[src/rtl/cart_pkg.sv]
/*
 * Cartridge loader shared definitions
 * Widths of the download, CPU and memory buses, header addresses
 * of the cartridge image, region codes and the load FSM states
 */

`default_nettype none

package cart_pkg;

	////////////////////////////////
	// Bus widths
	////////////////////////////////

	typedef logic [15:0] word_t;      // Download or CPU data word
	typedef logic [24:0] load_addr_t; // Download byte address
	typedef logic [22:0] cpu_addr_t;  // CPU byte address bits 23..1
	typedef logic [23:0] mem_addr_t;  // External memory word address
	typedef logic [4:0]  bank_t;      // Selects one 512 KiB window
	typedef logic [10:0] rom_mask_t;  // Byte address bits 23..13
	typedef logic [1:0]  region_t;

	localparam region_t REGION_JP = 2'd0;
	localparam region_t REGION_US = 2'd1;
	localparam region_t REGION_EU = 2'd2;

	// Load writer FSM
	typedef enum logic [1:0] {
		LW_IDLE,
		LW_ISSUE,
		LW_DRAIN
	} load_state_t;

	////////////////////////////////
	// Cartridge header layout
	////////////////////////////////

	localparam load_addr_t HDR_REGION_ADDR = 25'h1F0; // First region letter
	localparam load_addr_t HDR_ID_FIRST    = 25'h182;
	localparam load_addr_t HDR_ID_LAST     = 25'h18C; // Serial complete here

	// Serials of the cartridge with its own mapper
	localparam logic [63:0] PIER_ID_A = "T-574023"; // Reprint
	localparam logic [63:0] PIER_ID_B = "T-574013"; // First edition

	// BIOS image sits high in external memory
	localparam mem_addr_t BIOS_BASE = 24'h780000;

	localparam int NUM_BANKS = 8;

endpackage

`default_nettype wire

[src/rtl/bank_mapper.sv]
/*
 * ROM bank mapper
 * Bank registers written by the CPU through the page-select strobe,
 * used to map CPU ROM addresses into 512 KiB windows, then masked
 * down to the loaded ROM size
 */

`default_nettype none
`timescale 1ns/1ps

module bank_mapper #(
	parameter int NUM_BANKS = cart_pkg::NUM_BANKS
) (
	input  wire                 clk_sys,
	input  wire                 arst_n,
	input  wire                 dl_active,
	input  cart_pkg::cpu_addr_t cpu_va,
	input  cart_pkg::word_t     cpu_dout,
	input  wire                 cpu_rnw,
	input  wire                 page_sel_n,
	input  wire                 pier_quirk,
	input  cart_pkg::rom_mask_t rom_mask,
	output cart_pkg::cpu_addr_t rom_va
);

	import cart_pkg::*;

	localparam int SEL_W = $clog2(NUM_BANKS);

	bank_t            bank_q [NUM_BANKS];
	logic             page_sel_q;
	logic             page_wr;
	logic [SEL_W-1:0] page_idx;
	logic [SEL_W-1:0] pier_idx;
	logic             pier_ok;
	logic             large_rom;
	logic [SEL_W-1:0] va_sel;
	cpu_addr_t        banked_va;

	////////////////////////////////
	// Page write decode
	////////////////////////////////

	// Register index from byte address bits 3..1
	assign page_idx = cpu_va[SEL_W-1:0];

	// Falling edge of the strobe, writes to index 0 are not page writes
	assign page_wr = page_sel_q && !page_sel_n && !cpu_rnw && (page_idx != '0);

	// Special mapper only has banks 5..7, reached through indices 1..3
	assign pier_ok  = (page_idx < SEL_W'(4));
	assign pier_idx = page_idx | SEL_W'(4);

	assign large_rom = |rom_mask[10:9]; // Over 4 MiB

	////////////////////////////////
	// Bank registers
	////////////////////////////////

	always_ff @(posedge clk_sys or negedge arst_n) begin
		if (!arst_n) begin
			page_sel_q <= 1'b1;
			for (int i = 0; i < NUM_BANKS; i++)
				bank_q[i] <= bank_t'(i);
		end else begin
			page_sel_q <= page_sel_n;

			if (dl_active) begin
				// Identity map while a new image comes in
				for (int i = 0; i < NUM_BANKS; i++)
					bank_q[i] <= bank_t'(i);
			end else if (page_wr) begin
				if (pier_quirk) begin
					if (pier_ok)
						bank_q[pier_idx] <= bank_t'(cpu_dout[3:0]);
				end else if (large_rom) begin
					bank_q[page_idx] <= cpu_dout[4:0];
				end
			end
		end
	end

	////////////////////////////////
	// Address mapping
	////////////////////////////////

	assign va_sel    = cpu_va[18 +: SEL_W]; // Byte address bits 21..19
	assign banked_va = {bank_q[va_sel], cpu_va[17:0]};

	// Mask covers bits 23..13, everything below always passes
	assign rom_va = banked_va & {rom_mask, 12'hFFF};

endmodule

`default_nettype wire

[src/rtl/cart_loader.sv]
/*
 * Cartridge loader top level
 * Download stream feeds the header probe and the memory writer
 * side by side, the probe results steer the ROM bank mapper
 */

`default_nettype none
`timescale 1ns/1ps

module cart_loader #(
	parameter int NUM_BANKS = cart_pkg::NUM_BANKS
) (
	input  wire                  clk_sys,
	input  wire                  arst_n,

	// Download stream
	input  wire                  dl_active,
	input  wire                  dl_cart,   // 1 cartridge, 0 BIOS
	input  wire                  dl_wr,
	input  cart_pkg::load_addr_t dl_addr,
	input  cart_pkg::word_t      dl_data,
	output logic                 dl_wait,

	// External memory
	output cart_pkg::mem_addr_t  mem_addr,
	output cart_pkg::word_t      mem_din,
	output logic                 mem_wr,
	input  wire                  mem_busy,

	// CPU side
	input  cart_pkg::cpu_addr_t  cpu_va,
	input  cart_pkg::word_t      cpu_dout,
	input  wire                  cpu_rnw,
	input  wire                  page_sel_n,
	output cart_pkg::cpu_addr_t  rom_va,

	// Header results
	output cart_pkg::region_t    region,
	output logic                 region_valid,
	output logic                 pier_quirk,
	output cart_pkg::rom_mask_t  rom_mask
);

	////////////////////////////////
	// Download side
	////////////////////////////////

	cart_probe cart_probe_i (
		.clk_sys      (clk_sys),
		.arst_n       (arst_n),
		.dl_active    (dl_active),
		.dl_cart      (dl_cart),
		.dl_wr        (dl_wr),
		.dl_addr      (dl_addr),
		.dl_data      (dl_data),
		.region       (region),
		.region_valid (region_valid),
		.pier_quirk   (pier_quirk),
		.rom_mask     (rom_mask)
	);

	load_writer load_writer_i (
		.clk_sys  (clk_sys),
		.arst_n   (arst_n),
		.dl_cart  (dl_cart),
		.dl_wr    (dl_wr),
		.dl_addr  (dl_addr),
		.dl_data  (dl_data),
		.mem_busy (mem_busy),
		.dl_wait  (dl_wait),
		.mem_addr (mem_addr),
		.mem_din  (mem_din),
		.mem_wr   (mem_wr)
	);

	////////////////////////////////
	// CPU side
	////////////////////////////////

	bank_mapper #(
		.NUM_BANKS (NUM_BANKS)
	) bank_mapper_i (
		.clk_sys    (clk_sys),
		.arst_n     (arst_n),
		.dl_active  (dl_active),
		.cpu_va     (cpu_va),
		.cpu_dout   (cpu_dout),
		.cpu_rnw    (cpu_rnw),
		.page_sel_n (page_sel_n),
		.pier_quirk (pier_quirk), // Probe results select the mapper mode
		.rom_mask   (rom_mask),
		.rom_va     (rom_va)
	);

endmodule

`default_nettype wire

[src/rtl/cart_probe.sv]
/*
 * Cartridge header probe
 * Snoops the download stream for the region letter, the serial
 * number of the special-mapper cartridge and the ROM size mask
 */

`default_nettype none
`timescale 1ns/1ps

module cart_probe (
	input  wire                 clk_sys,
	input  wire                 arst_n,
	input  wire                 dl_active,
	input  wire                 dl_cart,
	input  wire                 dl_wr,
	input  cart_pkg::load_addr_t dl_addr,
	input  cart_pkg::word_t     dl_data,
	output cart_pkg::region_t   region,
	output logic                region_valid,
	output logic                pier_quirk,
	output cart_pkg::rom_mask_t rom_mask
);

	import cart_pkg::*;

	logic        dl_active_q;
	logic        dl_start;
	logic        hdr_wr;
	logic        cart_wr;
	logic        region_hit;
	logic        id_hit;
	logic        id_done;
	load_addr_t  id_off;
	logic [2:0]  id_idx;
	word_t       data_swap;
	logic [63:0] cart_id;

	////////////////////////////////
	// Write decode
	////////////////////////////////

	assign dl_start   = dl_active && !dl_active_q; // New download
	assign hdr_wr     = dl_wr && dl_active;
	assign cart_wr    = hdr_wr && dl_cart;
	assign region_hit = hdr_wr && (dl_addr == HDR_REGION_ADDR);

	// Serial words between 0x182 and 0x18A
	assign id_off  = dl_addr - HDR_ID_FIRST;
	assign id_idx  = id_off[3:1];
	assign id_hit  = cart_wr && (dl_addr >= HDR_ID_FIRST) && (dl_addr < HDR_ID_LAST);
	assign id_done = cart_wr && (dl_addr == HDR_ID_LAST);

	assign data_swap = {dl_data[7:0], dl_data[15:8]};

	////////////////////////////////
	// Header payload capture
	////////////////////////////////

	always_ff @(posedge clk_sys) begin
		if (region_hit) begin
			case (dl_data[7:0])
				"J":     region <= REGION_JP;
				"U":     region <= REGION_US;
				default: region <= REGION_EU; // Anything else counts as Europe
			endcase
		end

		// Serial assembled in string order, first letter on top
		if (id_hit) begin
			case (id_idx)
				3'd0:    cart_id[63:56] <= dl_data[15:8];
				3'd1:    cart_id[55:40] <= data_swap;
				3'd2:    cart_id[39:24] <= data_swap;
				3'd3:    cart_id[23:8]  <= data_swap;
				3'd4:    cart_id[7:0]   <= dl_data[7:0];
				default: ;
			endcase
		end
	end

	////////////////////////////////
	// Status flags and size mask
	////////////////////////////////

	always_ff @(posedge clk_sys or negedge arst_n) begin
		if (!arst_n) begin
			dl_active_q  <= 1'b0;
			region_valid <= 1'b0;
			pier_quirk   <= 1'b0;
			rom_mask     <= '0;
		end else begin
			dl_active_q <= dl_active;

			if (dl_start) begin
				region_valid <= 1'b0;
				pier_quirk   <= 1'b0;
			end

			if (region_hit)
				region_valid <= 1'b1;

			// Compare once the last serial word is in
			if (id_done && (cart_id == PIER_ID_A || cart_id == PIER_ID_B))
				pier_quirk <= 1'b1;

			// Mask grows with the highest address seen
			if (cart_wr) begin
				if (dl_addr == '0)
					rom_mask <= dl_addr[23:13];
				else
					rom_mask <= rom_mask | dl_addr[23:13];
			end
		end
	end

endmodule

`default_nettype wire

[src/rtl/load_writer.sv]
/*
 * Download word writer
 * Turns each download word into one external memory write and
 * holds the source off with dl_wait until the memory is done
 */

`default_nettype none
`timescale 1ns/1ps

module load_writer (
	input  wire                  clk_sys,
	input  wire                  arst_n,
	input  wire                  dl_cart,
	input  wire                  dl_wr,
	input  cart_pkg::load_addr_t dl_addr,
	input  cart_pkg::word_t      dl_data,
	input  wire                  mem_busy,
	output logic                 dl_wait,
	output cart_pkg::mem_addr_t  mem_addr,
	output cart_pkg::word_t      mem_din,
	output logic                 mem_wr
);

	import cart_pkg::*;

	load_state_t state;
	load_state_t state_nxt;
	logic        accept;

	assign accept = (state == LW_IDLE) && dl_wr;

	////////////////////////////////
	// Write FSM
	////////////////////////////////

	always_comb begin
		state_nxt = state;
		case (state)
			LW_IDLE:  if (dl_wr)     state_nxt = LW_ISSUE;
			LW_ISSUE: if (mem_busy)  state_nxt = LW_DRAIN; // Memory took it
			LW_DRAIN: if (!mem_busy) state_nxt = LW_IDLE;
			default:                 state_nxt = LW_IDLE;
		endcase
	end

	always_ff @(posedge clk_sys or negedge arst_n) begin
		if (!arst_n)
			state <= LW_IDLE;
		else
			state <= state_nxt;
	end

	// Held for the whole write, so longer busy just stretches the stall
	assign dl_wait = (state != LW_IDLE);
	assign mem_wr  = (state == LW_ISSUE);

	////////////////////////////////
	// Address and data latch
	////////////////////////////////

	always_ff @(posedge clk_sys) begin
		if (accept) begin
			if (dl_cart)
				mem_addr <= {2'b00, dl_addr[22:1]}; // Cartridge ROM area
			else
				mem_addr <= BIOS_BASE + mem_addr_t'(dl_addr[18:1]);
			mem_din <= {dl_data[7:0], dl_data[15:8]}; // Stream is big endian
		end
	end

endmodule

`default_nettype wire

[config.mk]
export PLATFORM = sky130hd
export DESIGN_NAME = cart_loader
export DESIGN_NICKNAME = d
export VERILOG_FILES = /design/src/rtl/cart_pkg.sv /design/src/rtl/bank_mapper.sv /design/src/rtl/cart_loader.sv /design/src/rtl/cart_probe.sv /design/src/rtl/load_writer.sv
export SDC_FILE = /design/constraint.sdc
export NUM_CORES = 1
export LEC_CHECK = 0
export ABC_AREA = 1
export BUFFER_PORTS_ARGS = -buffer_cell sky130_fd_sc_hd__buf_4
export CAP_MARGIN = 20
export CORE_MARGIN = 1
export CORE_UTILIZATION = 50
export CTS_CLUSTER_DIAMETER = 50
export CTS_CLUSTER_SIZE = 40
export DETAILED_ROUTE_END_ITERATION = 10
export PLACE_DENSITY = 0.77
export SETUP_SLACK_MARGIN = 0.3
export SLEW_MARGIN = 20
export SYNTH_ARGS = -nofsm -noshare
export SYNTH_HDL_FRONTEND = slang
export SYNTH_SLANG_ARGS = --single-unit
[constraint.sdc]
create_clock -name clk_sys -period 3.05 [get_ports clk_sys]
set_clock_uncertainty 0.1 [all_clocks]
set_input_delay 0.61 -clock clk_sys [delete_from_list [all_inputs] [get_ports clk_sys]]
set_output_delay 0.61 -clock clk_sys [all_outputs]
set_load 0.005 [all_outputs]
# [Word-level counts from Yosys, hierarchy flattened]
# Cells that the tools add are included.
[op_classes] n_reduce_logical=35 bitwise=5 magnitude_cmp=8 eq_ne=16 mux=24 addsub=2
[ops] operator="$mux 40" count=5
[ops] operator="$eq 64x63->1 const B" count=2
[ops] operator="$bwmux 40" count=2
[ops] operator="$eq 25x9->1 const B" count=2
[ops] operator="$demux 5 s3" count=2
[ops] operator="$ge 25x9->1 const B" count=1
[ops] operator="$logic_not 25->1" count=1
[ops] operator="$lt 25x9->1 const B" count=1
[ops] operator="$add 23x18->24 const A" count=1
[ops] operator="$and 23x23->23" count=1
[ops] operator="$mux 22" count=1
[ops] operator="$mux 5" count=4
[ops] operator="$eq 8x7->1 const B" count=2
[ops] operator="$bmux 5 s3" count=1
[ops] operator="$logic_and 1x1->1" count=14
[ops] operator="$ge 4x4->1 const B" count=3
[ops] operator="$not 3->4" count=3
[ops] operator="$mux 11" count=1
[ops] operator="$or 11x11->11" count=1
[ops] operator="$reduce_and 2->1" count=5
[ops] operator="$lt 4x1->1 const B" count=2
[ops] operator="$reduce_bool 2->1" count=4
[ops] operator="$eq 3x2->1 const B" count=2
[ops] operator="$mux 2" count=3
[ops] operator="19 further kinds" count=26
[word_totals] word_cells=113 ff_bits=163

# [Logic depth before layout (Yosys ltp)]
[depth] word_depth=10 ltp_mapped=9 ltp_nobuf=9

# [Hierarchy]
# Synthesis repeated with hierarchy kept, for this count alone.
[unflattened] cells_unflattened=713 area_unflattened_um2=7224.4
[modules_own_cells] module="cart_probe" seq_area_each_um2=2332.2 cells_each=296 area_each_um2=3335.7 instances=1
[modules_own_cells] module="bank_mapper" seq_area_each_um2=1042.2 cells_each=355 area_each_um2=2571.2 instances=1
[modules_own_cells] module="load_writer" seq_area_each_um2=1221.2 cells_each=62 area_each_um2=1317.5 instances=1

# [Worst setup path after synthesis]
# No wires, ideal clock.
[synth_path] kind="input -> register" start="in dl_wr" end="reg load_writer_i.mem_addr[0], enable pin" arrival_ps=2283 setup_time_ps=435 slack_ps=232 t_required_ps=2515 n_path_buf=0 path_stages=2 path_cell_list="inv_1 nor2_1"
[synth_between] elab_chain_cells=1
[synth_lines] item="start: declaration" line_no="cart_loader.sv:19" text="input wire dl_wr,"
[synth_lines] item="$logic_and 1x1->1" line_no="load_writer.sv:30" text="assign accept = (state == LW_IDLE) && dl_wr;"
[synth_lines] item="net load_writer_i.accept" line_no="load_writer.sv:28" text="logic accept;"
[synth_lines] item="end signal: assignment" line_no="load_writer.sv:64" text="mem_addr <= {2'b00, dl_addr[22:1]};"
[synth_lines] item="end signal: assignment" line_no="load_writer.sv:66" text="mem_addr <= BIOS_BASE + mem_addr_t'(dl_addr[18:1]);"
[synth_lines] item="end: declaration" line_no="load_writer.sv:19" text="output cart_pkg::mem_addr_t mem_addr,"
# The timed path passes the listed nets, and every way through them passes these cells.
# A chain may end at the register's enable or synchronous reset.

# [Worst setup path after layout]
[layout_path] start="in cpu_va[18]" end="out rom_va[18]"
[layout_between] elab_chain_cells=5
[layout_lines] item="start: declaration" line_no="cart_loader.sv:31" text="input cart_pkg::cpu_addr_t cpu_va,"
[layout_lines] item="$not 3->4 (not written as such)" line_no="bank_mapper.sv:88" text="assign banked_va = {bank_q[va_sel], cpu_va[17:0]};"
[layout_lines] item="$bmux 5 s3" line_no="bank_mapper.sv:88"
[layout_lines] item="$mux 5 (not written as such) (2 in a row)" line_no="bank_mapper.sv:88"
[layout_lines] item="$and 23x23->23" line_no="bank_mapper.sv:91" text="assign rom_va = banked_va & {rom_mask, 12'hFFF};"
[layout_lines] item="end: declaration" line_no="cart_loader.sv:35" text="output cart_pkg::cpu_addr_t rom_va,"
# Every way passes these cells. The select of a mux whose other input is x is not followed.

==> results.yml <==
status:
  outcome: "complete, no violations"
synth:
  ys_seq_elements: 162
  yosysSeqAreaShare_pct: 68.0
  synthesis.nets: 717
  netlist_instances: 629
  avgSynthCellArea_um2: 10.7
  synth_area_um2: 6760
  yosys_warnings: 0
  post_synth_num_cell_types: 30
worst_setup_path:
  regToRegStartpoint: "load_writer_i.state[0]$_DFFE_PN0P_"
  end_kind: "primary output"
  cp-start-kind: "primary input"
  crit_start: "cpu_va[18]"
  path_max_fanout: 16
  cp.required_ps: 2340
  worstPathArrival_ps: 1760
  crit_type: "in -> out"
power_and_ir_drop:
  combPwrFrac_pct: 11.6
  clkPwrFrac_pct: 39.7
  switching_share_pct: 25.6
  seqPwrFrac_pct: 48.7
  leakage_nw: 3.66
  p_switching_mw: 1.38
  cellPowerDensity_nw_per_um2: 635
  p_int_mw: 4.03
  finalPower_mw: 5.41
  max-vdd-ir-drop_uv: 490
routing:
  first_pass_iters: 5
  drc: 0
  wl_per_cell_um: 15.2
  viasPerCell: 5.13
  drtAntennaViolNets: 0
  drtIter0Drc: 284
  wl_mm: 14.5
  vias: 4898
timing:
  fmax_ghz: 0.405
  finalCriticalPeriod_ps: 2470
  finalHoldViolCount: 0
  max_slew_margin_pct: 53.2
  finalCritPeriodShare_pct: 80.9
  rsz0062_at_grt: "false"
  report.final.setup_viol: 0
  slew_viol_final: 0
  fin_setup_tns_ps: 0
  worst_pin_slew_ps: 703
global_routing:
  grt_pass1_vias: 4774
  grtUsageTotal_pct: 21.8
  grt_pass1_wl_mm: 23.0
  grt_overflow: 0
  grt_max_degree: 58
  antenna_found_initial: 0
clock_tree:
  cts.sinks: 162
  clk_latency_ps: 430
  clk_pin_slew_ps: 70
  cts-root-buf: "clkbuf_16"
  cts_tree: "yes"
  cts_resized: 0
  cts_buffers: 17
  h-tree-depth: 4
  cts_max_path_buffers: 2
  cts_hold_buf: 0
  cts_setup_buffers: 0
floorplan:
  pin_count: 168
  dieArea_um2: 14000
  rows: 42
  core_area_um2: 13200
  start_util_pct: 51.2
  die_y_um: 118
  die_w_um: 118
cells_and_area:
  most-common-layout-cells: "nand2_1, buf_4, edfxtp_1, nor2_1, inv_1"
  layout-drive-gt1-share_pct: 27.3
  final_common_cell: "nand2_1"
  nets: 854
  utilization_pct: 64.6
  final_cells: 955
  n_antenna_cell: 0
  area_delta_synth_final_pct: 26.1
placed_design:
  gp_congestion: 0.896
  dp_hpwl_mm: 10.6
  dp.cells: 923
  port_buffers: 135
min_path:
  hold_class: "in -> async"
job:
  drv_cap: 0
==> power groups by stage <==
stage               logic, mW  registers, mW  clock network [mW]
finish                  0.630           2.64                2.15
global route            0.695           2.65                2.26
CTS                     0.637           2.64                2.18
detailed placement      0.636           2.68                   0
global placement        0.619           2.67                   0
floorplan               0.261           2.67                   0
==> final timing paths <==
path	end	depth (start not counted)	slack (ps)
setup / recovery	rom_va[18]	8	580
hold / removal	bank_mapper_i.bank_q[14]$_DFFE_PN0P_	1	130
setup reg to reg	load_writer_i.mem_addr[9]$_DFFE_PP_	4	1290
hold reg to reg	bank_mapper_i.bank_q[30]$_DFFE_PN1P_	2	360
max in group asynchronous	cart_probe_i.pier_quirk$_DFFE_PN0P_	1	2250
min in group clk_sys	bank_mapper_i.page_sel_q$_DFF_PN1_	1	190
==> worst max-delay path, cell delays in order <==
cell and delay, ps:
buf_4 170, inv_1 210, buf_4 240, nor2_1 50, o21ai_0 170, nor2_1 60
nor2_1 120, buf_4 120
==> flip-flops by register name, summed over array words and instances (netlist names) <==
| register | cells |
|---|---|
| cart_probe_i.cart_id | 64 |
| cart_probe_i.pier_quirk | 1 |
| bank_mapper_i.bank_q | 40 |
| cart_probe_i.region_valid | 1 |
| load_writer_i.mem_addr | 23 |
| load_writer_i.state | 2 |
| cart_probe_i.region | 2 |
| load_writer_i.mem_din | 16 |
| cart_probe_i.rom_mask | 11 |
| cart_probe_i.dl_active_q | 1 |
| bank_mapper_i.page_sel_q | 1 |
==> routing by layer <==
metal	vias to the layer above	share of wire (%)	track usage, %
li1	2359	-	-
met1	2294	41	27.0
met2	210	49	35.5
met3	35	7.4	5.94
met4	0	2.5	10.1
met5	-	0	0
==> through the flow <==
step,cell area (µm²),hold slack (ps),setup slack (ps)
finish,8520,129,583
CTS,8520,144,573
floorplan,6760,214,698
global placement,7910,348,616
global route,8520,174,448
detailed placement,7910,353,580
==> synthesized netlist by cell type, drive strengths merged <==
cell type | number | share of area [%]
a21oi | 9 | 0.67
buf | 18 | 2.1
clkbuf | 8 | 0.44
conb | 1 | 0.055
dfrtp | 44 | 16
dfstp | 13 | 5.1
edfxtp | 105 | 47
inv | 71 | 3.9
nand2 | 145 | 8.2
nand3 | 20 | 2.7
nand3b | 2 | 0.41
nand4 | 23 | 2.1
nor2 | 91 | 5.2
nor3 | 6 | 0.44
nor4 | 1 | 0.093
nor4b | 1 | 0.13
o211ai | 5 | 0.56
o21ai | 61 | 4.5
o31ai | 1 | 0.11
or2 | 4 | 0.37
==> layout make-up <==
class	count	area (µm²)
fill	1013	4670
sequential	162	4600
multi-input combinational	370	1730
timing repair buffer	144	1090
clock buffer	17	425
inverter	71	267
tap	176	220
clock inverter	15	191
==> cell families (layout without fill, tap and decap cells) <==
| group | Yosys count | count (layout) | share of synthesized area (%) |
|---|---|---|---|
| and+or+nand+nor | 293 | 293 | 19.6 |
| DFF | 162 | 162 | 68.0 |
| buffers and inverters | 97 | 247 | 6.52 |
| AOI/OAI and AO/OA | 76 | 76 | 5.85 |
| other | 1 | 1 | 0.0555 |
(Power assumes the default switching activity.)
